--- config.mk ---
export PLATFORM = sky130hd
export DESIGN_NAME = pingpong_top
export DESIGN_NICKNAME = d
export VERILOG_FILES = /design/src/pingpong_pkg.sv /design/src/tick_gen.sv /design/src/button_conditioner.sv /design/src/ping_pong_counter.sv /design/src/digit_scanner.sv /design/src/pingpong_top.sv
export SDC_FILE = /design/constraint.sdc
export NUM_CORES = 1
export LEC_CHECK = 0
export ABC_AREA = 1
export ABC_CLOCK_PERIOD_IN_PS = 2400
export BUFFER_PORTS_ARGS = -buffer_cell sky130_fd_sc_hd__buf_4
export CAP_MARGIN = 20
export CORE_MARGIN = 3
export CORE_UTILIZATION = 55
export DETAILED_ROUTE_END_ITERATION = 12
export GPL_TIMING_DRIVEN = 0
export PLACE_DENSITY = 0.87
export SLEW_MARGIN = 20
export SYNTH_ARGS = -nofsm -noshare
export SYNTH_HDL_FRONTEND = slang
export SYNTH_SLANG_ARGS = --single-unit
--- constraint.sdc ---
create_clock -name clk -period 2.4 [get_ports clk]
set_input_delay 0.48 -clock clk [delete_from_list [all_inputs] [get_ports clk]]
set_output_delay 0.48 -clock clk [all_outputs]
set_load 0.01 [all_outputs]
--- src/pingpong_pkg.sv ---
`default_nettype none

package pingpong_pkg;

    typedef logic [3:0] count_t;
    typedef logic [7:0] seg_t;      // Active low, bits 0..6 are a..g, bit 7 is dp
    typedef logic [3:0] anode_t;    // Active low, one per digit

    typedef struct packed {
        count_t value;
        logic   up;                 // 1 when counting up
    } counter_state_t;

    typedef struct packed {
        count_t min_value;
        count_t max_value;
    } bounds_t;

    // Direction glyphs
    localparam seg_t SEG_UP    = 8'b1101_1100;  // a, b, f
    localparam seg_t SEG_DOWN  = 8'b1110_0011;  // c, d, e
    localparam seg_t SEG_BLANK = 8'b1111_1111;

    // Numerals for 0..9, hex letters with dp lit for anything larger
    function automatic seg_t seg_of_digit(count_t digit);
        seg_t pattern;
        case (digit)
            4'd0:    pattern = 8'b1100_0000;
            4'd1:    pattern = 8'b1111_1001;
            4'd2:    pattern = 8'b1010_0100;
            4'd3:    pattern = 8'b1011_0000;
            4'd4:    pattern = 8'b1001_1001;
            4'd5:    pattern = 8'b1001_0010;
            4'd6:    pattern = 8'b1000_0010;
            4'd7:    pattern = 8'b1111_1000;
            4'd8:    pattern = 8'b1000_0000;
            4'd9:    pattern = 8'b1001_0000;
            4'ha:    pattern = 8'b0000_1000;
            4'hb:    pattern = 8'b0000_0011;
            4'hc:    pattern = 8'b0100_0110;
            4'hd:    pattern = 8'b0010_0001;
            4'he:    pattern = 8'b0000_0110;
            default: pattern = 8'b0000_1110;    // F
        endcase
        return pattern;
    endfunction

endpackage

`default_nettype wire

--- src/tick_gen.sv ---
`timescale 1ns/1ns
`default_nettype none

module tick_gen #(
    parameter int COUNT_DIV   = 50_000_000,
    parameter int REFRESH_DIV = 100_000
) (
    input  logic clk,
    input  logic rst_n,
    output logic count_tick,
    output logic refresh_tick
);

    localparam int CW = $clog2(COUNT_DIV);
    localparam int RW = $clog2(REFRESH_DIV);

    logic [CW-1:0] count_cnt;
    logic [RW-1:0] refresh_cnt;

    // Slow tick for the counter
    always_ff @(posedge clk) begin
        if (!rst_n) begin
            count_cnt  <= '0;
            count_tick <= 1'b0;
        end else if (count_cnt == CW'(COUNT_DIV - 1)) begin
            count_cnt  <= '0;
            count_tick <= 1'b1;
        end else begin
            count_cnt  <= count_cnt + 1'b1;
            count_tick <= 1'b0;
        end
    end

    // Faster tick for button sampling and digit scan
    always_ff @(posedge clk) begin
        if (!rst_n) begin
            refresh_cnt  <= '0;
            refresh_tick <= 1'b0;
        end else if (refresh_cnt == RW'(REFRESH_DIV - 1)) begin
            refresh_cnt  <= '0;
            refresh_tick <= 1'b1;
        end else begin
            refresh_cnt  <= refresh_cnt + 1'b1;
            refresh_tick <= 1'b0;
        end
    end

    a_div_min: assert property (@(posedge clk) COUNT_DIV >= 2 && REFRESH_DIV >= 2)
        else $error("tick_gen divisors must be at least 2");

endmodule

`default_nettype wire

--- src/button_conditioner.sv ---
`timescale 1ns/1ns
`default_nettype none

module button_conditioner #(
    parameter int DEBOUNCE_LEN = 4
) (
    input  logic clk,
    input  logic rst_n,
    input  logic sample_tick,
    input  logic btn,
    output logic press_pulse
);

    logic [DEBOUNCE_LEN-1:0] samples;
    logic [DEBOUNCE_LEN-1:0] shifted;
    logic                    level;
    logic                    level_d;

    assign shifted = DEBOUNCE_LEN'({samples, btn});     // Newest sample enters at bit 0

    // Sample history with hysteresis on the debounced level
    always_ff @(posedge clk) begin
        if (!rst_n) begin
            samples <= '0;
            level   <= 1'b0;
        end else if (sample_tick) begin
            samples <= shifted;
            if (&shifted) begin
                level <= 1'b1;
            end else if (~|shifted) begin
                level <= 1'b0;
            end
        end
    end

    always_ff @(posedge clk) begin
        if (!rst_n) begin
            level_d <= 1'b0;
        end else begin
            level_d <= level;
        end
    end

    assign press_pulse = level & ~level_d;  // Rising edge only

    // Pulse lands in the cycle right after a high sample
    a_pulse_after_sample: assert property (@(posedge clk) disable iff (!rst_n)
        press_pulse |-> $past(sample_tick) && $past(btn))
        else $error("press_pulse without a high button sample");

endmodule

`default_nettype wire

--- src/ping_pong_counter.sv ---
`timescale 1ns/1ns
`default_nettype none

module ping_pong_counter (
    input  logic                        clk,
    input  logic                        rst_n,
    input  logic                        count_tick,
    input  logic                        enable,
    input  logic                        flip_pulse,
    input  logic                        clear_pulse,
    input  pingpong_pkg::bounds_t       bounds,
    output pingpong_pkg::counter_state_t state
);

    import pingpong_pkg::*;

    logic           flip_pending;
    logic           flip_req;
    logic           step_ok;
    logic           next_up;
    counter_state_t stepped;

    // A flip arriving together with the tick is honoured right away
    assign flip_req = flip_pending | flip_pulse;
    assign step_ok  = enable && (bounds.max_value > bounds.min_value);

    // Turn at the bounds first, then step toward the chosen bound
    always_comb begin
        if (state.value == bounds.min_value) begin
            next_up = 1'b1;
        end else if (state.value == bounds.max_value) begin
            next_up = 1'b0;
        end else begin
            next_up = state.up;
        end

        stepped.up    = next_up;
        stepped.value = state.value;
        if (next_up && state.value < bounds.max_value) begin
            stepped.value = state.value + 1'b1;
        end else if (!next_up && state.value > bounds.min_value) begin
            stepped.value = state.value - 1'b1;
        end
    end

    always_ff @(posedge clk) begin
        if (!rst_n) begin
            state.value  <= bounds.min_value;
            state.up     <= 1'b1;
            flip_pending <= 1'b0;
        end else if (clear_pulse) begin
            state.value  <= bounds.min_value;
            state.up     <= 1'b1;
            flip_pending <= 1'b0;   // Clear wins over a waiting flip
        end else if (count_tick) begin
            flip_pending <= 1'b0;
            if (flip_req) begin
                state.up <= ~state.up;  // Value holds on a flip step
            end else if (step_ok) begin
                state <= stepped;
            end
        end else if (flip_pulse) begin
            flip_pending <= 1'b1;
        end
    end

    // One step from inside the range never leaves it
    property p_stay_in_range;
        @(posedge clk) disable iff (!rst_n)
        (count_tick
         && state.value >= bounds.min_value
         && state.value <= bounds.max_value)
        ##1 $stable(bounds)
        |-> (state.value >= bounds.min_value && state.value <= bounds.max_value);
    endproperty

    a_stay_in_range: assert property (p_stay_in_range)
        else $error("counter value left the bounds");

endmodule

`default_nettype wire

--- src/digit_scanner.sv ---
`timescale 1ns/1ns
`default_nettype none

module digit_scanner (
    input  logic                         clk,
    input  logic                         rst_n,
    input  logic                         refresh_tick,
    input  pingpong_pkg::counter_state_t state,
    output pingpong_pkg::anode_t         an,
    output pingpong_pkg::seg_t           seg
);

    import pingpong_pkg::*;

    logic [1:0] digit_idx;
    logic [1:0] next_idx;
    logic       started;    // Set by the first refresh tick
    count_t     ones;
    count_t     tens;
    seg_t       next_seg;

    assign next_idx = started ? digit_idx + 2'd1 : 2'd0;

    // Value is at most 15, so tens is 0 or 1
    always_comb begin
        if (state.value >= 4'd10) begin
            ones = state.value - 4'd10;
            tens = 4'd1;
        end else begin
            ones = state.value;
            tens = 4'd0;
        end
    end

    always_comb begin
        case (next_idx)
            2'd2:    next_seg = seg_of_digit(ones);
            2'd3:    next_seg = seg_of_digit(tens);
            default: next_seg = state.up ? SEG_UP : SEG_DOWN;   // Digits 0 and 1
        endcase
    end

    always_ff @(posedge clk) begin
        if (!rst_n) begin
            digit_idx <= 2'd0;
            started   <= 1'b0;
        end else if (refresh_tick) begin
            digit_idx <= next_idx;
            started   <= 1'b1;
        end
    end

    // Outputs registered so anode and segments switch together
    always_ff @(posedge clk) begin
        if (!rst_n) begin
            an  <= '1;
            seg <= SEG_BLANK;
        end else if (refresh_tick) begin
            an  <= ~(anode_t'(1) << next_idx);
            seg <= next_seg;
        end
    end

    // Decimal split keeps every shown digit in 0..9, so dp stays dark
    a_decimal_digits: assert property (@(posedge clk) disable iff (!rst_n)
        seg[7])
        else $error("digit outside 0 to 9 on the display");

endmodule

`default_nettype wire

--- src/pingpong_top.sv ---
`timescale 1ns/1ns
`default_nettype none

module pingpong_top #(
    parameter int COUNT_DIV    = 50_000_000,  // Half second at 100 MHz
    parameter int REFRESH_DIV  = 100_000,     // 1 ms per digit
    parameter int DEBOUNCE_LEN = 4
) (
    input  logic                         clk,
    input  logic                         rst_n,
    input  logic                         enable,
    input  logic                         flip_btn,
    input  logic                         clear_btn,
    input  pingpong_pkg::bounds_t        bounds,
    output pingpong_pkg::seg_t           seg,
    output pingpong_pkg::anode_t         an,
    output pingpong_pkg::counter_state_t state
);

    logic count_tick;
    logic refresh_tick;
    logic flip_pulse;
    logic clear_pulse;

    tick_gen #(
        .COUNT_DIV   (COUNT_DIV),
        .REFRESH_DIV (REFRESH_DIV)
    ) u_tick_gen (
        .clk          (clk),
        .rst_n        (rst_n),
        .count_tick   (count_tick),
        .refresh_tick (refresh_tick)
    );

    button_conditioner #(
        .DEBOUNCE_LEN (DEBOUNCE_LEN)
    ) u_flip_cond (
        .clk         (clk),
        .rst_n       (rst_n),
        .sample_tick (refresh_tick),
        .btn         (flip_btn),
        .press_pulse (flip_pulse)
    );

    button_conditioner #(
        .DEBOUNCE_LEN (DEBOUNCE_LEN)
    ) u_clear_cond (
        .clk         (clk),
        .rst_n       (rst_n),
        .sample_tick (refresh_tick),
        .btn         (clear_btn),
        .press_pulse (clear_pulse)
    );

    ping_pong_counter u_counter (
        .clk         (clk),
        .rst_n       (rst_n),
        .count_tick  (count_tick),
        .enable      (enable),
        .flip_pulse  (flip_pulse),
        .clear_pulse (clear_pulse),
        .bounds      (bounds),
        .state       (state)
    );

    // Scanner reads the same state that leaves the top
    digit_scanner u_scanner (
        .clk          (clk),
        .rst_n        (rst_n),
        .refresh_tick (refresh_tick),
        .state        (state),
        .an           (an),
        .seg          (seg)
    );

endmodule

`default_nettype wire

# Word-level counts from Yosys, hierarchy flattened
# Memory sizes are Yosys's and may differ from the RTL's.
# Index checks and enable logic that the tools add are counted.
# totals
ram_bits,0
latch_bits,0
register_bits,76
out_inout_bits,17
mem_bits_ro,256
elab_cells,88
mem_count,2
# classes
n_bitwise,8
n_eq_ne,12
div_mod_pow,0
magnitude_cmp,4
add_sub_neg,6
multipliers,0
mux,21
reduce_logical,17
shifts,1
# mem_list
name,words,word_bits,read_ports,rd_clocked_by_memory_dff,wr,line_no,rtl
(no name shown),16,8,1,0,0,pingpong_pkg.sv:27,case (digit)
(no name shown),16,8,1,0,0,pingpong_pkg.sv:27,
# ops
cell,count
$add A26 B1 Y26 const B,1
$eq A26 B26 Y1 const B,1
$mux W5,4
$add A17 B1 Y17 const B,1
$eq A17 B17 Y1 const B,1
$mux W4,4
$pmux W8 S2,1
$reduce_and A4 Y1,3
$mux W1,10
$eq A4 B4 Y1,2
$gt A4 B4 Y1,2
$reduce_or A4 Y1,2
$mux W6,1
$ne A3 B1 Y1 const B,2
$reduce_and A2 Y1,3
$reduce_or A2 Y1,3
$add A4 B1 Y4 const B,1
$eq A2 B2 Y1 const B,2
$ge A4 B4 Y1 const B,1
$lt A4 B4 Y1,1
$ne A2 B1 Y1 const B,2
$ne A4 B1 Y1 const B,1
$not A1 Y1,4
$not A4 Y4,1
other kinds (12),15

# Logic depth before layout (Yosys ltp)
# Gate-level depths: netlist (run 1).
# depth
depth_word,12
ltp_mapped,16
ltp_nobuf,16

# Hierarchy
# Synthesis (run 1) repeated with hierarchy kept, for this count alone.
# hier_totals
hier_cells,625
hier_area_um2,4282.9
# modules_own_cells
mod,cells_per_inst,area_each_um2,n_inst
tick_gen,326,2235.9,1
digit_scanner,138,893.4,1
ping_pong_counter,105,763.2,1
button_conditioner,28,195.2,2

# Worst setup path after synthesis (run 1)
# No wires, ideal clock.
# synth_timing
path_kind,register to register
from,register u_counter.state[1] (netlist name)
to,register u_counter.state[4] (netlist name)
synth_period_minus_slack_ns,2.471
path_stages_with_launch,16
t_arrival_ns,2.219
n_path_buf,0
path_slack_ns,-0.071
setup_ns,0.252
cell_sequence,edfxtp_1 > inv_1 > ha_1 > nand2_1 > o21ai_0 > nand2_1 > nand2_1 > ha_1 > a21oi_1 > nand3_1 > nand2_1 > inv_1 > nand2_1 > nand2_1 > nand2_1 > nand2_1
# synth_via
elab_chain_cells,10
word_cells_on_any_way,15
cone_classes,add/sub (2); order compare (1); eq/ne (2); mux (9); reduce/logical (1)
# synth_rtl
item,line_no,rtl
branches (longest 4 deep; another with $sub A4 B1 Y4),n/a,
$mux W4 *,ping_pong_counter.sv:39,if (next_up && state.value < bounds.max_value) begin
$mux W5 *,ping_pong_counter.sv:59,end else if (step_ok) begin
$mux W4 *,ping_pong_counter.sv:57,if (flip_req) begin
$mux W5 *,ping_pong_counter.sv:55,end else if (count_tick) begin
$mux W5 *,ping_pong_counter.sv:51,end else if (clear_pulse) begin
$mux W5 *,ping_pong_counter.sv:47,if (!rst_n) begin
# Mark *: on every way between the ends. The select of a mux whose other input is x is not followed.
# A chain may end at the register's enable or synchronous reset.

# Worst setup path in the final report (run 1)
# layout_timing
from,register u_counter.state[4] (netlist name)
to,register u_counter.state[4] (netlist name)
# layout_via
elab_chain_cells,10
word_cells_on_any_way,15
cone_classes,add/sub (2); order compare (1); eq/ne (2); mux (9); reduce/logical (1)
# layout_rtl
item,line_no
branches (longest 4 deep; another with $sub A4 B1 Y4),n/a
$mux W4 *,ping_pong_counter.sv:39
$mux W5 *,ping_pong_counter.sv:59
$mux W4 *,ping_pong_counter.sv:57
$mux W5 *,ping_pong_counter.sv:55
$mux W5 *,ping_pong_counter.sv:51
$mux W5 *,ping_pong_counter.sv:47
# Marked as above.

==> flow_metrics.tcl, run 1 <==
set metrics [dict create \
    syn_nets 670 \
    cp_common_cell "nand2_1" \
    grt_overflow 0 \
    min_from "clear_btn" \
    hold_ws_ns 0.359 \
    clock-skew-final_ns 0.0141 \
    reg2reg_to "u_counter.state[4]" \
    crit_path_top_delay_cell "edfxtp_1" \
    ys_seq_area_share_pct 36.1 \
    hpwl_mm 7.34 \
    rsz0062_at_grt "yes" \
    root_buffer "clkbuf_8" \
    max_stage_delay_ns 0.42 \
    grt_pass1_vias 3992 \
    core_area_um2 7450 \
    critPathLaunch "u_counter.state[4]" \
    hold_class "primary input to flip-flop" \
    final_area_um2 5040 \
    min_to "u_clear_cond.samples[0]" \
    cts.sinks 76 \
    layout_commonest_cell "nand2_1" \
    layout.nets 720 \
    reg2reg_from "u_counter.state[4]" \
    p_leak_nw 2.02 \
    cp-start-kind "flip-flop" \
    seqPwrFrac_pct 46.6 \
    synth_area_leader_cell "dfxtp_1" \
    grt_antenna_before_repair 0 \
    tns_ns 0 \
    reg2reg_depth 15 \
    most-common-layout-cells "nand2_1, inv_1, dfxtp_1, nor2_1, a21oi_1" \
    cp_cell_sequence "buf_4, ha_1, nand4_1, nand2_1, nand2_4, ha_4, nand3_1, nand2_1, nand2_1, nand2_1, inv_1, nand2_1, nand2_1, nand2_1, nand2_1" \
    grt_usage_pct 23.8 \
    cts_tree "built" \
    hold_viol 0 \
    maxCapViolCount 0 \
    insertion_delay_ns 0.37 \
    ant_nets 0 \
    worstPathArrival_ns 2.46 \
    power_frac_clock_pct 43.6 \
    synth.distinct_cells 37 \
    vias 4229 \
    diodes 0 \
    status "completed" \
    p_total_mw 2.78 \
    cts_buffers 9 \
    yosys.area.top_type_share_pct 33.3 \
    fin_crit_ns 2.33 \
    utilization_pct 67.7 \
    die-area_um2 8970 \
    place_area_um2 4670 \
    endpoint_kind "flip-flop" \
    rows 31 \
    worst_pin_slew_ns 0.618 \
    max_freq_mhz 429 \
    combinationalPowerShare_pct 9.9 \
    syn_area_um2 4330 \
    grt_max_degree 15 \
    drive_above_1_share_pct 14.1 \
    ctsHoldBuffers 0 \
    gp_routability_congestion 1.00 \
    routed_wl_mm 10.2 \
    synth_seq_cells 76 \
    numPortBuffers 29 \
    grt_pass1_wl_mm 17.2 \
    yosys_warnings 0 \
    p_switching_uw 694 \
    io_pins 30 \
    remaining_drc_errors 0 \
    start_util_pct 58.1 \
    critical_path_class "flip-flop to flip-flop" \
    finalCritPeriodShare_pct 97.2 \
    drt-initial-drc-count 255 \
    worst_slew_margin_rel_pct 58.4 \
    ys_top_cells_by_area "dfxtp_1, nand2_1, ha_1" \
    avgSynthCellArea_um2 6.85 \
    worst-path-max-fanout 5 \
    via_per_inst 5.38 \
    finalSetupViolCount 0 \
    path_clk_slew_ns 0.09 \
    postSynthCellCount 632 \
    hold_depth 3 \
    cts_max_level 3 \
    clk_path_buf_depth 2 \
    syn2layout_area_growth_pct 16.4 \
    wire_per_inst_um 13.0 \
    cp.required_ns 2.53 \
    switching_share_pct 24.9 \
    report.final.slew_viol_count 0 \
    powerDensity_nw_per_um2 552 \
    internal-power_mw 2.09 \
    rrSetupSlack_ns 0.07 \
    ir_drop_uv 474 \
    die_height_um 94.7 \
    dr.pass1.iters 6 \
    die_w_um 94.7 \
]
registers in the layout, indices dropped and copies added, names as in the netlist, 2 cells and up:
| name | count |
|---|---|
| u_scanner.an | 4 |
| u_tick_gen.refresh_cnt | 17 |
| u_clear_cond.samples | 3 |
| u_flip_cond.samples | 3 |
| u_scanner.digit_idx | 2 |
| u_tick_gen.count_cnt | 26 |
| u_scanner.seg | 8 |
| u_counter.state | 5 |
per-layer routing:
layer	wire, µm	track usage, %
met1	4310	27.9
met2	5020	42.6
met3	627	4.94
met4	259	9.01
met5	0	0
what timing repair did:
action	in CTS	in global routing
pin swaps	1	0
buffers inserted	9	1
setup endpoints to repair	3	2
gates resized for setup	4	5
through the flow:
| step | worst slack [ns] | std cells |
|---|---|---|
| final | 0.0665 | 786 |
| after global routing | -0.0700 | 786 |
| after CTS | 0.0230 | 785 |
| after detailed placement | -0.340 | 760 |
| after global placement | -0.239 | 760 |
| after floorplan | 0.00880 | 632 |
layout make-up:
type / count / area, µm²
Multi-Input combinational cell: 464 / 2440
Sequential cell: 76 / 1560
Tap cell: 99 / 124
Timing Repair Buffer: 39 / 293
Clock inverter: 5 / 88.8
Buffer: 9 / 57.6
Clock buffer: 11 / 163
Inverter: 83 / 314
Fill cell: 623 / 2410
cells in the mapped netlist (all sizes together):
cell,number
and2,1
ha,24
o21a,3
nor3,19
nor2,75
edfxtp,4
buf,5
o22ai,3
or2,5
a21oi,50
o211ai,1
nor4,2
o21ai,24
nor3b,2
o21bai,2
fa,1
nand4,14
xor2,11
dfxtp,72
a21boi,1
inv,83
clkbuf,4
nand3b,5
nand3,41
nand2,180
worst max-delay path, delay by kind of cell, from the launching register on:
kind	cells	cell delay [ns]
AND/OR/NAND/NOR	11	0.86
buffers and inverters	2	0.21
adder cells (fa/ha/maj)	2	0.61
flip-flops	1	0.42
power groups by stage:
stage / combinational (mW) / sequential [mW] / clock (mW)
CTS: 0.255 / 1.30 / 1.23
finish: 0.274 / 1.30 / 1.21
global placement: 0.221 / 1.33 / 0
floorplan: 0.161 / 1.33 / 0
detailed placement: 0.230 / 1.33 / 0
global route: 0.310 / 1.30 / 1.28
worst max path at each step:
stage | depth (start not counted) | slack [ns] | to
finish | 15 | 0.07 | u_counter.state[4]
global route | 15 | -0.07 | u_counter.state[4]
CTS | 13 | 0.02 | u_counter.state[4]
detailed placement | 15 | -0.34 | u_counter.state[4]
global placement | 15 | -0.24 | u_counter.state[4]
floorplan | 13 | 0.009 | u_counter.state[4]
kinds of logic after synthesis:
| logic type | after synthesis | synth area share [%] |
|---|---|---|
| AND/OR/NAND/NOR | 344 | 35.3 |
| flip-flops | 76 | 36.1 |
| buffers and inverters | 92 | 8.53 |
| adder cells (fa/ha/maj) | 25 | 7.40 |
| XOR/XNOR | 11 | 2.23 |
| AO/OA/AOI/OAI | 84 | 10.5 |
No activity file was read; power rests on OpenSTA's default activity.
==> run 2: changes to the inputs <==
BUFFER_PORTS_ARGS = -buffer_cell sky130_fd_sc_hd__buf_2   (was -buffer_cell sky130_fd_sc_hd__buf_4)
==> run 2 against run 1 <==
Compared with the run above: the flow now finishes with violations (negative setup slack); sequential share of layout area grew 0.17 points; fmax shrank 3.4%; register-to-register slack lost 0.08 ns; largest cell class unchanged; largest power group unchanged.
==> flow_metrics.tcl, run 2 (synthesis gave the netlist of run 1 again) <==
set metrics [dict create \
    status "finished with violations" \
    registers.top_by_ff_count "u_tick_gen.count_cnt" \
    numPortBuffers 29 \
    worst_slew_margin_rel_pct 60.0 \
    fin_crit_ns 2.41 \
    reg2reg_to "u_counter.state[4]" \
    io_pins 30 \
    cts_tree "built" \
    grt_pass1_wl_mm 16.6 \
    cp.required_ns 2.52 \
    cts_buffers 9 \
    grt_overflow 0 \
    grt_max_degree 15 \
    met1_usage_pct 27.9 \
    grt_usage_pct 23.0 \
    p_leak_nw 1.99 \
    core_area_um2 7450 \
    grt_antenna_before_repair 0 \
    reg_top3 "u_tick_gen.count_cnt x26, u_tick_gen.refresh_cnt x17, u_scanner.seg x8" \
    final_area_um2 5010 \
    layout.nets 721 \
    clock-skew-final_ns 0.0101 \
    timing.final.ws_setup_ns -0.0148 \
    maxCapViolCount 0 \
    hold_class "primary input to flip-flop" \
    die_w_um 94.7 \
    tns_ns -0.0148 \
    start_util_pct 58.1 \
    critical_path_class "flip-flop to flip-flop" \
    endpoint_kind "flip-flop" \
    clk_path_buf_depth 2 \
    worstPathArrival_ns 2.53 \
    hpwl_mm 7.34 \
    drt-initial-drc-count 345 \
    hold_ws_ns 0.365 \
    die-area_um2 8970 \
    worst_pin_slew_ns 0.594 \
    reg2reg_depth 15 \
    rsz0062_at_grt "yes" \
    wire_per_inst_um 13.2 \
    violations "negative setup slack" \
    gr-usage-met3_pct 4.46 \
    routed_wl_mm 10.4 \
    hold_viol 0 \
    report.final.slew_viol_count 0 \
    cts.sinks 76 \
    utilization_pct 67.3 \
    cts_max_level 3 \
    remaining_drc_errors 0 \
    largest_register_ffs 26 \
    layout_commonest_cell "nand2_1" \
    rows 31 \
    root_buffer "clkbuf_8" \
    vias 4322 \
    rrSetupSlack_ns -0.01 \
    grt_pass1_vias 3887 \
    min_from "clear_btn" \
    ant_nets 0 \
    finalCritPeriodShare_pct 101 \
    top_usage_layer "met2" \
    diodes 0 \
    dr.pass1.iters 5 \
    min_to "u_clear_cond.level" \
    most-common-layout-cells "nand2_1, inv_1, dfxtp_1, nor2_1, a21oi_1" \
    insertion_delay_ns 0.35 \
    reg2reg_from "u_counter.state[3]" \
    grt_use_met2_pct 39.7 \
    gp_routability_congestion 0.946 \
    syn2layout_area_growth_pct 15.8 \
    die_height_um 94.7 \
    max_freq_mhz 414 \
    hold_depth 3 \
    powerDensity_nw_per_um2 545 \
    via_per_inst 5.49 \
    fill_cells 639 \
    ir_drop_uv 365 \
    finalSetupViolCount 1 \
    cp-start-kind "flip-flop" \
    drive_above_1_share_pct 15.4 \
    worst-path-max-fanout 5 \
    path_clk_slew_ns 0.09 \
    place_area_um2 4600 \
    ctsHoldBuffers 0 \
]
-- run 2: cell count changes in the layout (fill, tap and decap cells not counted), moves of 2 or more --
| cell | change |
|---|---|
| buf_2 | +29 |
| buf_4 | -28 |
| clkinv_4 | +2 |
| ha_1 | -2 |
| ha_4 | +2 |
| nand2_1 | -2 |
| nand2_2 | +2 |
| nand3_1 | -3 |
| nand3_2 | +3 |
-- run 2: repair_timing --
item,4_1_cts,5_1_grt
buffers inserted,7,4
gates resized for setup,5,14
gates cloned,0,0
pin swaps,1,4
setup endpoints to repair,3,2
-- run 2: through the flow --
step / cells / power (mW) / setup WS, ns
6_report: 787 / 2.73 / -0.0148
5_1_grt: 787 / 2.83 / -0.142
4_1_cts: 783 / 2.70 / 0.0418
3_5_place_dp: 760 / 1.56 / -0.350
3_3_place_gp: 760 / 1.54 / -0.220
2_1_floorplan: 632 / 1.49 / 0.00880
-- run 2: final cells by class --
cell class / count / area, µm² / area share, %
repair buffers: 40 / 228 / 4.54
well taps: 99 / 124 / 2.47
clock buffers: 10 / 138 / 2.75
flip-flops and latches: 76 / 1560 / 31.1
inverters: 83 / 314 / 6.26
plain buffers: 9 / 57.6 / 1.15
multi-input cells: 464 / 2500 / 49.8
clock inverters: 6 / 95.1 / 1.90
-- run 2: layer usage --
metal  up-vias  share of wire [%]  routed length, µm
li1       2143                  -                  -
met1      1971                 41               4320
met2       180                 49               5150
met3        28                6.5                676
met4         0                2.6                272
met5         -                  0                  0
-- run 2: how the worst max path moves through the flow --
stage,cells after the start,endpoint,from,slack (ns)
3_3_place_gp,15,u_counter.state[4],u_counter.state[1],-0.22
6_report,15,u_counter.state[4],u_counter.state[3],-0.01
3_5_place_dp,15,u_counter.state[4],bounds[3],-0.35
5_1_grt,15,u_counter.state[4],u_counter.state[3],-0.14
2_1_floorplan,13,u_counter.state[4],u_counter.state[4],0.009
4_1_cts,14,u_counter.state[4],u_counter.state[4],0.04
-- run 2: worst max-delay path: stages, from the launching register on --
cell and delay [ns]:
edfxtp_1 0.49, ha_1 0.32, nand2_1 0.09, inv_1 0.07
a21boi_4 0.16, nand2_4 0.10, ha_4 0.31, nand3_2 0.11
nand2_1 0.09, nand2_1 0.07, nand2_2 0.07, inv_1 0.04
nand2_1 0.07, nand2_1 0.07, nand2_1 0.06, nand2_1 0.05
-- run 2: report_power, final --
group          internal, mW  switching, mW
clock                 0.623          0.511
combinational         0.121          0.179
sequential             1.28         0.0133
total                  2.03          0.703
